<file path="src/logic/io_map_pkg.sv">
//~~~~~~~~~~~~~~~~~~~~~~~~~~~~~~
// Board I/O register map
// Offsets, widths and bus operation codes
//~~~~~~~~~~~~~~~~~~~~~~~~~~~~~~
`default_nettype none

package io_map_pkg;

	// Bus geometry
	localparam int ADDR_WIDTH = 8;	// Byte address
	localparam int DATA_WIDTH = 32;

	// Register offsets
	localparam logic [ADDR_WIDTH-1:0] RED_LED_ADDR = 8'h00;
	localparam logic [ADDR_WIDTH-1:0] GREEN_LED_ADDR = 8'h04;
	localparam logic [ADDR_WIDTH-1:0] HEX0_ADDR = 8'h08;
	localparam logic [ADDR_WIDTH-1:0] HEX1_ADDR = 8'h0c;
	localparam logic [ADDR_WIDTH-1:0] HEX2_ADDR = 8'h10;
	localparam logic [ADDR_WIDTH-1:0] HEX3_ADDR = 8'h14;
	localparam logic [ADDR_WIDTH-1:0] UART_DATA_ADDR = 8'h18;	// Write only
	localparam logic [ADDR_WIDTH-1:0] UART_STATUS_ADDR = 8'h1c;	// Bit 0 is busy

	// Register widths
	localparam int RED_LED_WIDTH = 18;
	localparam int GREEN_LED_WIDTH = 9;
	localparam int HEX_WIDTH = 7;

	// Segments are active low so all ones blanks a digit
	localparam logic [HEX_WIDTH-1:0] HEX_RESET_VALUE = 7'b1111111;

	// Operation on the internal I/O bus
	typedef enum logic [1:0]
	{
		IO_IDLE,
		IO_READ,	// Issued in APB setup phase
		IO_WRITE	// Issued in APB access phase
	} io_op_t;

endpackage

`default_nettype wire

</file>
<file path="src/logic/uart_pkg.sv">
//~~~~~~~~~~~~~~~~~~~~~~~~~~~~~~
// Serial line constants
// Baud timing and transmitter states
//~~~~~~~~~~~~~~~~~~~~~~~~~~~~~~
`default_nettype none

package uart_pkg;

	localparam int BAUD_DIVIDE = 16;	// Clocks per bit
	localparam int UART_DATA_BITS = 8;

	// Counter widths
	localparam int BAUD_COUNT_WIDTH = $clog2(BAUD_DIVIDE);
	localparam int BIT_COUNT_WIDTH = $clog2(UART_DATA_BITS);

	// 8N1 frame sequence
	typedef enum logic [1:0]
	{
		TX_IDLE,	// Line high
		TX_START,	// One low bit
		TX_DATA,	// LSB first
		TX_STOP		// One high bit
	} uart_state_t;

endpackage

`default_nettype wire

</file>
<file path="src/logic/io_bus_if.sv">
//~~~~~~~~~~~~~~~~~~~~~~~~~~~~~~
// Internal I/O bus
// Single-cycle ops from bridge to registers
//~~~~~~~~~~~~~~~~~~~~~~~~~~~~~~
`timescale 1ns/1ps
`default_nettype none

interface io_bus_if import io_map_pkg::*; ();

	io_op_t op;	// One cycle per transfer
	logic [ADDR_WIDTH-1:0] address;
	logic [DATA_WIDTH-1:0] write_data;
	logic [DATA_WIDTH-1:0] read_data;	// Registered in register file
	logic decode_error;	// Unmapped address

	// Bus master side
	modport bridge
	(
		output op,
		output address,
		output write_data,
		input read_data,
		input decode_error
	);

	// Register file side
	modport regs
	(
		input op,
		input address,
		input write_data,
		output read_data,
		output decode_error
	);

endinterface

`default_nettype wire

</file>
<file path="src/logic/apb_io_bridge.sv">
//~~~~~~~~~~~~~~~~~~~~~~~~~~~~~~
// APB to I/O bus bridge
// Zero wait state slave
//~~~~~~~~~~~~~~~~~~~~~~~~~~~~~~
`timescale 1ns/1ps
`default_nettype none

module apb_io_bridge import io_map_pkg::*;
(
	input logic clk,
	input logic reset,

	// APB slave
	input logic psel,
	input logic penable,
	input logic pwrite,
	input logic [ADDR_WIDTH-1:0] paddr,
	input logic [DATA_WIDTH-1:0] pwdata,
	output logic [DATA_WIDTH-1:0] prdata,
	output logic pready,
	output logic pslverr,

	// To register file
	io_bus_if.bridge io
);

	logic setup_phase;
	logic access_phase;

	// Phase classification
	assign setup_phase = psel && !penable;
	assign access_phase = psel && penable;

	// Reads go out early so data is registered by the access phase
	// Writes go out in the access phase when the transfer commits
	always_comb
	begin
		if (setup_phase && !pwrite)
			io.op = IO_READ;
		else if (access_phase && pwrite)
			io.op = IO_WRITE;
		else
			io.op = IO_IDLE;
	end

	assign io.address = paddr;	// Held stable across both phases
	assign io.write_data = pwdata;

	// Read data already registered on the setup edge
	assign prdata = io.read_data;
	assign pready = 1'b1;	// Never stalls

	// Error only reported while the transfer completes
	assign pslverr = access_phase && io.decode_error;

	// Protocol checks on the master
	penable_needs_psel: assert property (
		@(posedge clk) disable iff (reset)
		$rose(penable) |-> psel
	) else $error("penable rose without psel");

	paddr_stable: assert property (
		@(posedge clk) disable iff (reset)
		(access_phase && $past(setup_phase)) |-> $stable(paddr)
	) else $error("paddr changed between setup and access");

endmodule

`default_nettype wire

</file>
<file path="src/logic/board_io_top.sv">
//~~~~~~~~~~~~~~~~~~~~~~~~~~~~~~
// Board I/O subsystem
// APB slave for LEDs, digits and UART
//~~~~~~~~~~~~~~~~~~~~~~~~~~~~~~
`timescale 1ns/1ps
`default_nettype none

module board_io_top import io_map_pkg::*, uart_pkg::*;
(
	input wire logic clk,
	input wire logic reset,

	// APB slave
	input wire logic psel,
	input wire logic penable,
	input wire logic pwrite,
	input wire logic [ADDR_WIDTH-1:0] paddr,
	input wire logic [DATA_WIDTH-1:0] pwdata,
	output logic [DATA_WIDTH-1:0] prdata,
	output logic pready,
	output logic pslverr,

	// Board pins
	output logic [RED_LED_WIDTH-1:0] red_led,
	output logic [GREEN_LED_WIDTH-1:0] green_led,
	output logic [HEX_WIDTH-1:0] hex0,
	output logic [HEX_WIDTH-1:0] hex1,
	output logic [HEX_WIDTH-1:0] hex2,
	output logic [HEX_WIDTH-1:0] hex3,
	output logic uart_tx
);

	// Register file to transmitter
	logic tx_load;
	logic [UART_DATA_BITS-1:0] tx_byte;
	logic tx_busy;

	io_bus_if io_bus();

	apb_io_bridge apb_io_bridge(
		.clk(clk),
		.reset(reset),
		.psel(psel),
		.penable(penable),
		.pwrite(pwrite),
		.paddr(paddr),
		.pwdata(pwdata),
		.prdata(prdata),
		.pready(pready),
		.pslverr(pslverr),
		.io(io_bus.bridge));

	io_register_file io_register_file(
		.clk(clk),
		.reset(reset),
		.io(io_bus.regs),
		.red_led(red_led),
		.green_led(green_led),
		.hex0(hex0),
		.hex1(hex1),
		.hex2(hex2),
		.hex3(hex3),
		.tx_load(tx_load),
		.tx_byte(tx_byte),
		.tx_busy(tx_busy));

	uart_transmitter uart_transmitter(
		.clk(clk),
		.reset(reset),
		.tx_load(tx_load),
		.tx_byte(tx_byte),
		.tx_busy(tx_busy),
		.uart_tx(uart_tx));

endmodule

`default_nettype wire

</file>
<file path="src/logic/io_register_file.sv">
//~~~~~~~~~~~~~~~~~~~~~~~~~~~~~~
// Board I/O register file
// LED and digit registers plus UART launch
//~~~~~~~~~~~~~~~~~~~~~~~~~~~~~~
`timescale 1ns/1ps
`default_nettype none

module io_register_file import io_map_pkg::*, uart_pkg::*;
(
	input logic clk,
	input logic reset,
	io_bus_if.regs io,

	// Board outputs
	output logic [RED_LED_WIDTH-1:0] red_led,
	output logic [GREEN_LED_WIDTH-1:0] green_led,
	output logic [HEX_WIDTH-1:0] hex0,
	output logic [HEX_WIDTH-1:0] hex1,
	output logic [HEX_WIDTH-1:0] hex2,
	output logic [HEX_WIDTH-1:0] hex3,

	// Transmitter handshake
	output logic tx_load,
	output logic [UART_DATA_BITS-1:0] tx_byte,
	input logic tx_busy
);

	logic address_hit;
	logic [DATA_WIDTH-1:0] read_value;
	logic [DATA_WIDTH-1:0] read_data_q;
	logic read_error_q;

	// Address decode and read mux
	always_comb
	begin
		address_hit = 1'b1;
		read_value = '0;
		case (io.address)
			RED_LED_ADDR: read_value = DATA_WIDTH'(red_led);
			GREEN_LED_ADDR: read_value = DATA_WIDTH'(green_led);
			HEX0_ADDR: read_value = DATA_WIDTH'(hex0);
			HEX1_ADDR: read_value = DATA_WIDTH'(hex1);
			HEX2_ADDR: read_value = DATA_WIDTH'(hex2);
			HEX3_ADDR: read_value = DATA_WIDTH'(hex3);
			UART_DATA_ADDR: read_value = '0;	// Write only
			UART_STATUS_ADDR: read_value = DATA_WIDTH'(tx_busy);
			default: address_hit = 1'b0;	// Unmapped
		endcase
	end

	// Display register writes
	always_ff @(posedge clk, posedge reset)
	begin
		if (reset)
		begin
			red_led <= '0;
			green_led <= '0;
			hex0 <= HEX_RESET_VALUE;
			hex1 <= HEX_RESET_VALUE;
			hex2 <= HEX_RESET_VALUE;
			hex3 <= HEX_RESET_VALUE;
		end
		else if (io.op == IO_WRITE)
		begin
			case (io.address)
				RED_LED_ADDR: red_led <= io.write_data[RED_LED_WIDTH-1:0];
				GREEN_LED_ADDR: green_led <= io.write_data[GREEN_LED_WIDTH-1:0];
				HEX0_ADDR: hex0 <= io.write_data[HEX_WIDTH-1:0];
				HEX1_ADDR: hex1 <= io.write_data[HEX_WIDTH-1:0];
				HEX2_ADDR: hex2 <= io.write_data[HEX_WIDTH-1:0];
				HEX3_ADDR: hex3 <= io.write_data[HEX_WIDTH-1:0];
				default: ;	// Status and unmapped writes dropped
			endcase
		end
	end

	// Read data captured in setup phase and cleared otherwise
	always_ff @(posedge clk, posedge reset)
	begin
		if (reset)
		begin
			read_data_q <= '0;
			read_error_q <= 1'b0;
		end
		else if (io.op == IO_READ)
		begin
			read_data_q <= read_value;	// Zero on a miss
			read_error_q <= !address_hit;
		end
		else
		begin
			read_data_q <= '0;
			read_error_q <= 1'b0;
		end
	end

	assign io.read_data = read_data_q;

	// Write errors decoded live during the access phase
	assign io.decode_error = (io.op == IO_WRITE) ? !address_hit : read_error_q;

	// Byte is dropped if the transmitter is still busy
	assign tx_load = (io.op == IO_WRITE) && (io.address == UART_DATA_ADDR) && !tx_busy;
	assign tx_byte = io.write_data[UART_DATA_BITS-1:0];

	// Transmitter must take the byte on the next edge
	busy_after_load: assert property (
		@(posedge clk) disable iff (reset)
		tx_load |=> tx_busy
	) else $error("tx_busy not raised after tx_load");

endmodule

`default_nettype wire

</file>
<file path="src/logic/uart_transmitter.sv">
//~~~~~~~~~~~~~~~~~~~~~~~~~~~~~~
// UART transmitter
// 8N1 serializer with fixed baud divide
//~~~~~~~~~~~~~~~~~~~~~~~~~~~~~~
`timescale 1ns/1ps
`default_nettype none

module uart_transmitter import uart_pkg::*;
(
	input logic clk,
	input logic reset,
	input logic tx_load,	// One cycle start pulse
	input logic [UART_DATA_BITS-1:0] tx_byte,
	output logic tx_busy,
	output logic uart_tx	// Serial line, idles high
);

	uart_state_t state_q;
	logic [BAUD_COUNT_WIDTH-1:0] baud_count;
	logic [BIT_COUNT_WIDTH-1:0] bit_count;
	logic [UART_DATA_BITS-1:0] shift_q;	// Latched byte
	logic baud_done;
	logic last_bit;
	logic next_bit;

	assign baud_done = baud_count == BAUD_COUNT_WIDTH'(BAUD_DIVIDE - 1);
	assign last_bit = bit_count == BIT_COUNT_WIDTH'(UART_DATA_BITS - 1);

	// Moving on to a data bit
	assign next_bit = baud_done && ((state_q == TX_START)
		|| (state_q == TX_DATA && !last_bit));

	// Frame sequencing
	always_ff @(posedge clk, posedge reset)
	begin
		if (reset)
		begin
			state_q <= TX_IDLE;
			baud_count <= '0;
			bit_count <= '0;
			uart_tx <= 1'b1;
		end
		else
		begin
			case (state_q)
				TX_IDLE:
				begin
					if (tx_load)
					begin
						state_q <= TX_START;
						baud_count <= '0;
						uart_tx <= 1'b0;	// Start bit
					end
				end

				TX_START:
				begin
					baud_count <= baud_count + 1'b1;	// Wraps at divide
					if (baud_done)
					begin
						state_q <= TX_DATA;
						bit_count <= '0;
						uart_tx <= shift_q[0];
					end
				end

				TX_DATA:
				begin
					baud_count <= baud_count + 1'b1;
					if (baud_done)
					begin
						if (last_bit)
						begin
							state_q <= TX_STOP;
							uart_tx <= 1'b1;	// Stop bit
						end
						else
						begin
							bit_count <= bit_count + 1'b1;
							uart_tx <= shift_q[0];
						end
					end
				end

				TX_STOP:
				begin
					baud_count <= baud_count + 1'b1;
					if (baud_done)
						state_q <= TX_IDLE;	// Line already high
				end

				default: state_q <= TX_IDLE;
			endcase
		end
	end

	// Byte shifter, LSB leaves first
	always_ff @(posedge clk)
	begin
		if (state_q == TX_IDLE && tx_load)
			shift_q <= tx_byte;
		else if (next_bit)
			shift_q <= shift_q >> 1;
	end

	assign tx_busy = state_q != TX_IDLE;

	// Line must rest high between frames
	idle_line_high: assert property (
		@(posedge clk) disable iff (reset)
		(state_q == TX_IDLE) |-> uart_tx
	) else $error("uart_tx low while idle");

endmodule

`default_nettype wire

</file>
<file path="config.mk">
export PLATFORM = sky130hd
export DESIGN_NAME = board_io_top
export DESIGN_NICKNAME = d
export VERILOG_FILES = /design/src/logic/io_map_pkg.sv /design/src/logic/uart_pkg.sv /design/src/logic/io_bus_if.sv /design/src/logic/apb_io_bridge.sv /design/src/logic/board_io_top.sv /design/src/logic/io_register_file.sv /design/src/logic/uart_transmitter.sv
export SDC_FILE = /design/constraint.sdc
export NUM_CORES = 1
export LEC_CHECK = 0
export BUFFER_PORTS_ARGS = -buffer_cell sky130_fd_sc_hd__buf_4
export CORE_MARGIN = 1.5
export CORE_UTILIZATION = 45
export DETAILED_ROUTE_END_ITERATION = 8
export GPL_TIMING_DRIVEN = 0
export PLACE_DENSITY_LB_ADDON = 0.15
export SYNTH_ARGS = -nofsm -noshare
export SYNTH_HDL_FRONTEND = slang
export SYNTH_SLANG_ARGS = --single-unit
</file>
<file path="constraint.sdc">
create_clock -name clk -period 3.9 [get_ports clk]
set_clock_uncertainty 0.2 [all_clocks]
set_input_delay 0.78 -clock clk [delete_from_list [all_inputs] [get_ports clk]]
set_output_delay 0.78 -clock clk [all_outputs]
set_load 0.1 [all_outputs]
</file>
Yosys cells after proc, flatten, opt, wreduce, memory -nomap -nowiden
Index checks and enable logic that the tools add are counted.
- flip-flop bits (word level): 92
- bits of input ports: 45
- output and inout port bits: 90
- word-level logic and storage cells: 94
- add/subtract/negate cells: 2
- equality and inequality tests: 20
- mux-type cells: 26
- reduce and logical (&&, ||, !) cells: 33
- operator list (operator ; number):
    $pmux W18 S7 ; 1
    $eq A8 B5 Y1 const B ; 4
    $mux W18 ; 1
    $eq A8 B4 Y1 const B ; 2
    $mux W8 ; 2
    $mux W2 ; 7
    $reduce_and A2 Y1 ; 6
    $logic_and A1 B1 Y1 ; 10
    $ne A2 B1 Y1 const B ; 5
    $mux W3 ; 3
    $eq A8 B3 Y1 const B ; 1
    $logic_not A8 Y1 ; 1
    $pmux W2 S4 ; 1
    $pmux W4 S2 ; 1
    $reduce_and A4 Y1 ; 2
    $reduce_or A8 Y1 ; 1
    $mux W1 ; 7
    $eq A2 B2 Y1 const B ; 3
    $pmux W3 S2 ; 1
    $reduce_bool A2 Y1 ; 3
    $logic_not A1 Y1 ; 5
    $reduce_and A5 Y1 ; 1
    $add A4 B1 Y4 const B ; 1
    $eq A2 B1 Y1 const B ; 2
    10 further kinds ; 10

Logic depth before layout (Yosys ltp)
Gate-level depths: netlist of the first run.
- depth in word-level cells: 9
- gate-level depth with buffers: 7
- mapped depth without buffers: 6

Modules after synthesis
From an unflattened synthesis of the first run, not the netlist that was laid out.
- cells, all modules: 416
- area total of the unflattened synthesis: 4993.5 um^2
- modules (own cells, without submodules) (module ; instances ; cells an instance ; area each (um^2) ; seq. area each (um^2)):
    io_register_file ; 1 ; 252 ; 3402.0 ; 1886.8
    uart_transmitter ; 1 ; 87 ; 1014.7 ; 491.7
    apb_io_bridge ; 1 ; 77 ; 576.8 ; 0.0

Worst setup path after synthesis of the first run
No wires, ideal clock.
- path kind: input -> output
- start point: input port paddr[1]
- end point: output port pslverr
- data arrival time: 3.515 ns
- data required time: 2.920 ns
- slack: -0.595 ns
- stages on the path: 3
- buffers on the path: 1
- cell sequence: clkbuf_1 > nor3_1 > a211oi_1
- word-level cells in the longest chain between the ends: 6
- elaborated cells between the ends (all ways): 13
- classes of those cells: eq/ne (7); mux (2); reduce/logical (4)
- ends and longest elaborated chain (element ; RTL line ; RTL):
    start, declared ; board_io_top.sv:17 ; input wire logic [ADDR_WIDTH-1:0] paddr,
    $eq A8 B5 Y1 (tied with other cells) ; io_register_file.sv:38 ; case (io.address)
    $reduce_or A8 Y1 (no line) * ; -- ;
    $mux W1 * ; io_register_file.sv:38 ;
    $logic_not A1 Y1 * ; io_register_file.sv:100 ; assign io.decode_error = (io.op == IO_WRITE) ? !address_hit : read_error_q;
    $mux W1 * ; io_register_file.sv:100 ;
    $logic_and A1 B1 Y1 * ; apb_io_bridge.sv:54 ; assign pslverr = access_phase && io.decode_error;
    end, declared ; board_io_top.sv:21 ; output logic pslverr,
Every way passes the cells marked *; elsewhere a longest branch is shown, timed or not.

Worst setup path after layout of the first run
- start point: input port paddr[5]
- end point: register uart_transmitter.shift_q[0] (enable)
- word-level cells in the longest chain between the ends: 5
- ends and longest elaborated chain (element ; RTL line ; RTL):
    $eq A8 B5 Y1 ; io_register_file.sv:103 ; assign tx_load = (io.op == IO_WRITE) && (io.address == UART_DATA_ADDR) && !tx_busy;
    $logic_and A1 B1 Y1 (2 in a row) ; io_register_file.sv:103 ;
    $logic_and A1 B1 Y1 ; uart_transmitter.sv:100 ; if (state_q == TX_IDLE && tx_load)
    $reduce_bool A2 Y1 (no line) ; -- ;
    end signal, assigned ; uart_transmitter.sv:101 ; shift_q <= tx_byte;
    end signal, assigned ; uart_transmitter.sv:103 ; shift_q <= shift_q >> 1;
    end, declared ; uart_transmitter.sv:21 ; logic [UART_DATA_BITS-1:0] shift_q;
No other way between the ends.
A chain may end at the register's enable or synchronous reset.

==> reports/qor.txt, run 1 <==
Port Buffers = 102
Final HPWL DP = 7.36 mm
Netlist cell types = 49
worst skew pair latency = 0.36 ns
max_slew headroom = 0.260
largest net degree at the start of global routing = 53
total gr overflow = 0
PnR Total Power = 2.29 mW
Setup TNS = 0 ns
Seq/Total Area, Yosys = 0.546
fraction of registers with async set/reset = 0.913
status = finished clean
count of pins over their slew limit = 0
register area = 2380 um2
DR vias/cell = 5.11
Yosys reg bits = 92
Setup crit end kind = register
Final period util = 0.801
initial core utilization = 0.467
CTS Root Cell = clkbuf_8
Synth area leaders = dfrtp_1, dfstp_2, mux2_2
clock share of power = 0.301
CTS Sinks = 92
Routed WL = 10.3 mm
post-CTS setup buffers = 0
antenna cells = 0
Ys Warns = 0
CTS tree = built
worst-path fanout max = 9
Clock Path Buffers = 2
total track usage = 0.209
# nets final = 519
WHS = 0.221 ns
Cells after Synth = 340
# rows = 35
max-cap check violation count = 0
fillers = 786
post-synth top area share = 0.316
NetSw = 0.747 mW
vias in the first global route = 3040
Logic pwr share = 0.231
commonest cells in the netlist = dfrtp_1, mux2_2, dfstp_2
Worst Hold Class = input pin to async pin
Area Growth Syn to Fin = 28.2%
Top Ports = 135
Reg power frac = 0.469
PD cells = 411 nW/um2
Initial DRT Pass Iterations = 4
RSZ-0062 raised after global routing = false
Multi-input gate area = 1820 um2
core footprint = 9330 um2
Final Util = 0.599
Arr. time, crit path = 2.90 ns
CTS H-tree lvls = 3
Syn Area/Cell = 12.8 um2
remaining routing DRC violations = 0
ys flop type = dfrtp_1
via count = 3071
initial antenna violation count = 0
VDD IR-drop max = 0.000189 V
WS Path Type = input pin to register
setup violators final = 0
first-pass GRT wire length = 16.1 mm
layout cell share with drive strength beyond 1 = 0.523
hold bufs inserted after CTS = 0
Yosys top cell by area = dfrtp_1
min Tclk post-route = 3.12 ns
CTS Buf Count = 9
Pleak = 2.72 nW
Routability Congestion = 0.797
full die area = 10300 um2
Worst-Margin Slew = 1.10 ns
sw frac = 0.326
initial drt markers = 159
mapped cell area = 4360 um2
Final ANT Viol Nets = 0
Pint = 1.55 mW
Final Hold Viols = 0
cts repair resizes = 0
f_max = 320 MHz
WP data required = 3.67 ns
Startpoint Class = input pin
clk slew on worst S/H paths = 0.10 ns
EDFF count, synth = 8
chip height = 101 um
die span in x = 101 um
DR WL/cell = 17.1 um
## kinds of logic after synthesis
| kind of cell | Yosys count | share of synthesized area |
|---|---|---|
| buffers and inverters | 33 | 0.0480 |
| AO/OA/AOI/OAI | 46 | 0.0758 |
| multiplexers | 71 | 0.190 |
| adder cells (fa/ha/maj) | 7 | 0.0201 |
| flip-flops | 92 | 0.546 |
| other | 2 | 0.00172 |
| AND/OR/NAND/NOR | 87 | 0.114 |
| XOR/XNOR | 2 | 0.00402 |
## flip-flops by register name, summed over array words and instances, names as in the netlist
register,count
io_register_file.hex2,7
uart_transmitter.baud_count,4
io_register_file.read_error_q,1
io_register_file.red_led,18
uart_transmitter.shift_q,8
io_register_file.hex1,7
io_register_file.hex3,7
uart_transmitter.state_q,2
io_register_file.hex0,7
io_register_file.green_led,9
uart_transmitter.uart_tx,1
uart_transmitter.bit_count,3
io_register_file.io.read_data,18
## final timing paths
| check | depth (start not counted) | start | slack, ns | to |
|---|---|---|---|---|
| worst max-delay path | 6 | paddr[5] | 0.78 | uart_transmitter.shift_q[0] |
| worst min-delay path | 2 | reset | 0.22 | io_register_file.io.read_data[11] |
| worst max register to register | 5 | uart_transmitter.state_q[0] | 1.36 | uart_transmitter.shift_q[0] |
| worst min register to register | 1 | io_register_file.red_led[14] | 0.31 | io_register_file.io.read_data[14] |
| max in group asynchronous | 3 | reset | 2.61 | io_register_file.hex2[0] |
| min in group clk | 1 | io_register_file.red_led[14] | 0.31 | io_register_file.io.read_data[14] |
## per-stage QoR
stage	area, um2	instances	worst slack (ns)
6_report	5580	601	0.776
5_1_grt	5580	601	0.621
4_1_cts	5580	601	0.806
3_5_place_dp	5370	585	0.437
3_3_place_gp	5340	584	-0.232
2_1_floorplan	4410	353	0.361
## critical path, stage by stage
cell and delay, ns:
buf_4 0.12, nor3_1 0.69, and3_1 0.27, clkbuf_1 0.14, nand3_1 0.33, o21ai_0 0.57
## per-layer routing
metal,GRT usage,vias up,part of all wire
li1,-,1449,-
met1,0.282,1516,0.45
met2,0.334,95,0.48
met3,0.0614,11,0.059
met4,0.0524,0,0.011
met5,0,-,0
## power groups by stage
stage,registers [mW],clock network (mW),logic [mW]
after floorplan,1.17,0,0.322
after global placement,1.09,0,0.511
after detailed placement,1.09,0,0.528
after CTS,1.08,0.709,0.532
after global routing,1.09,0.747,0.581
final,1.08,0.690,0.529
## cell type report
class	instances	area share
Clock inverter	5	0.0114
Tap cell	129	0.0289
Sequential cell	92	0.426
Clock buffer	11	0.0273
Multi-Input combinational cell	228	0.326
Buffer	27	0.0334
Timing Repair Buffer	103	0.142
Inverter	6	0.00448
## placed cells by master (no fill, tap or decap), drive strengths merged, types with 13 or more instances in the layout
master  count
buf       124
dfstp      29
nor2       17
nand2      21
dfrtp      55
mux2       65
clkbuf     17
conb       15
and2       13
Power figures use the tool's default switching activity.
==> run 2, diff against run 1 <==
==> constraint.sdc (replaced) <==
create_clock -name clk -period 2.69 [get_ports clk]
set_clock_uncertainty 0.2 [all_clocks]
set_input_delay 0.538 -clock clk [delete_from_list [all_inputs] [get_ports clk]]
set_output_delay 0.538 -clock clk [all_outputs]
set_load 0.1 [all_outputs]
==> run 2 against run 1 <==
Clock power is 35% higher; sequential cell count unchanged; sequential power up 44%; final cell count is 0.17% higher; cell area rose by 0.22%; routed wire length rose by 1.4%; largest cell class unchanged.
==> reports/qor.txt, run 2 (same netlist as run 1, synthesis figures left out) <==
status = finished clean
Pleak = 2.71 nW (-0.27%)
worst-path fanout max = 3 (-6)
most frequent cells in the layout = buf_4, mux2_2, dfrtp_1
Arr. time, crit path = 1.75 ns (-1.15 ns)
setup ws final = 0.204 ns (-0.572 ns)
count of pins over their slew limit = 0 (unchanged)
Area Growth Syn to Fin = 28.5%
DR vias/cell = 5.09 (-0.30%)
post-CTS setup buffers = 0 (unchanged)
max_slew headroom = 0.559 (+0.299)
Port Buffers = 102 (unchanged)
clock share of power = 0.285 (-0.016)
NetSw = 1.10 mW (+48%)
Worst Hold Class = input pin to async pin
total track usage = 0.211 (+0.00170)
CTS H-tree lvls = 3 (unchanged)
hold bufs inserted after CTS = 0 (unchanged)
Area after DPL = 5390 um2 (+0.40%)
Pint = 2.15 mW (+39%)
via count = 3067 (-0.13%)
initial core utilization = 0.467 (unchanged)
full die area = 10300 um2 (unchanged)
PD cells = 582 nW/um2 (+42%)
antenna cells = 0 (unchanged)
# rows = 35 (unchanged)
CTS Root Cell = clkbuf_8
setup violators final = 0 (unchanged)
WS Path Type = input pin to primary output
commonest non-fill, non-tap cell in the layout = buf_4
die span in x = 101 um (unchanged)
Logic pwr share = 0.236 (+0.005)
Final HPWL DP = 7.42 mm (+0.79%)
min Tclk post-route = 2.49 ns
Design Area, Final = 5600 um2 (+0.22%)
CTS Sinks = 92 (unchanged)
WP data required = 1.95 ns (-1.72 ns)
Clock Path Buffers = 2 (unchanged)
initial antenna violation count = 0 (unchanged)
Top Ports = 135 (unchanged)
Final Hold Viols = 0 (unchanged)
initial drt markers = 86 (-46%)
CTS Buf Count = 9 (unchanged)
layout cell share with drive strength beyond 1 = 0.531 (+0.00735)
dpl ws = -0.531 ns (-0.969 ns)
Routed WL = 10.4 mm (+1.4%)
chip height = 101 um (unchanged)
remaining routing DRC violations = 0 (unchanged)
Final period util = 0.924
sw frac = 0.339 (+0.0132)
Initial DRT Pass Iterations = 4 (unchanged)
total gr overflow = 0 (unchanged)
Final ANT Viol Nets = 0 (unchanged)
DR WL/cell = 17.3 um (+1.2%)
clk slew on worst S/H paths = 0.10 ns (about the same)
max-cap check violation count = 0 (unchanged)
vias in the first global route = 3130 (+3.0%)
worst skew pair latency = 0.36 ns (about the same)
RSZ-0062 raised after global routing = false
Setup crit end kind = primary output
# nets final = 520 (+0.19%)
largest net degree at the start of global routing = 44 (-17%)
CTS tree = built
core footprint = 9330 um2 (unchanged)
Reg power frac = 0.479 (+0.010)
Routability Congestion = 0.768 (-3.6%)
Worst-Margin Slew = 0.662 ns (-0.437 ns)
fillers = 767 (-2.4%)
VDD IR-drop max = 0.000419 V (+120%)
f_max = 402 MHz
Startpoint Class = input pin
first-pass GRT wire length = 16.4 mm (+1.7%)
-- run 2: changes by cell type in the layout (fill, tap and decap cells not counted), sizes merged --
cell and change:
clkinv -1, clkinvlp +2, bufinv -1, buf +1
-- run 2: per-stage QoR --
step | total power, mW | util | setup TNS (ns) | instances | hold WS, ns
floorplan | 2.17 | - | 0 | 353 | 0.274
global placement | 2.32 | 0.573 | -5.44 | 584 | 0.284
global route | 3.42 | 0.600 | 0 | 602 | 0.0600
detailed placement | 2.35 | 0.578 | -6.40 | 586 | 0.296
finish | 3.26 | 0.600 | 0 | 602 | 0.0588
CTS | 3.28 | 0.599 | 0 | 602 | 0.0588
-- run 2: final timing paths --
path | startpoint | end | slack [ns] | depth (start not counted)
max in group asynchronous | reset | io_register_file.hex1[6] | 1.95 | 3
worst min register to register | io_register_file.red_led[14] | io_register_file.io.read_data[14] | 0.31 | 1
worst max-delay path | paddr[5] | pslverr | 0.20 | 5
worst min-delay path | reset | io_register_file.red_led[13] | 0.06 | 3
worst max register to register | uart_transmitter.state_q[0] | uart_transmitter.state_q[1] | 0.54 | 6
min in group clk | pwdata[10] | io_register_file.red_led[10] | 0.20 | 2
-- run 2: layout make-up --
cell class / count / area (um2) / share of cell area
sequential: 92 / 2380 / 0.425
multi-input combinational: 228 / 1840 / 0.330
timing repair buffer: 104 / 806 / 0.144
buffer: 27 / 186 / 0.0333
tap: 129 / 161 / 0.0288
clock buffer: 11 / 153 / 0.0273
clock inverter: 5 / 41.3 / 0.00738
inverter: 6 / 26.3 / 0.00469
-- run 2: layer usage --
| layer | track usage | part of all wire | vias to the layer above |
|---|---|---|---|
| met2 | 0.359 | 0.50 | 78 |
| met5 | 0 | 0 | - |
| met1 | 0.273 | 0.45 | 1542 |
| met4 | 0.0491 | 0.0082 | 0 |
| met3 | 0.0511 | 0.043 | 7 |
| li1 | - | - | 1440 |
-- run 2: timing repair --
item | in CTS | in global routing
gates cloned | 0 | 0
gates resized for setup | 2 | 2
endpoints found under the setup margin | 8 | 10
-- run 2: critical path, stage by stage --
cell and delay (ns):
buf_4 0.12, or3_1 0.45, nor3_2 0.29, a211oi_4 0.10, buf_4 0.24
-- run 2: power by group through the flow --
stage / clock network [mW] / registers, mW / logic, mW
final: 0.930 / 1.56 / 0.767
after global routing: 1.00 / 1.58 / 0.841
after CTS: 0.942 / 1.56 / 0.773
after global placement: 0 / 1.58 / 0.740
after detailed placement: 0 / 1.59 / 0.767
after floorplan: 0 / 1.70 / 0.468
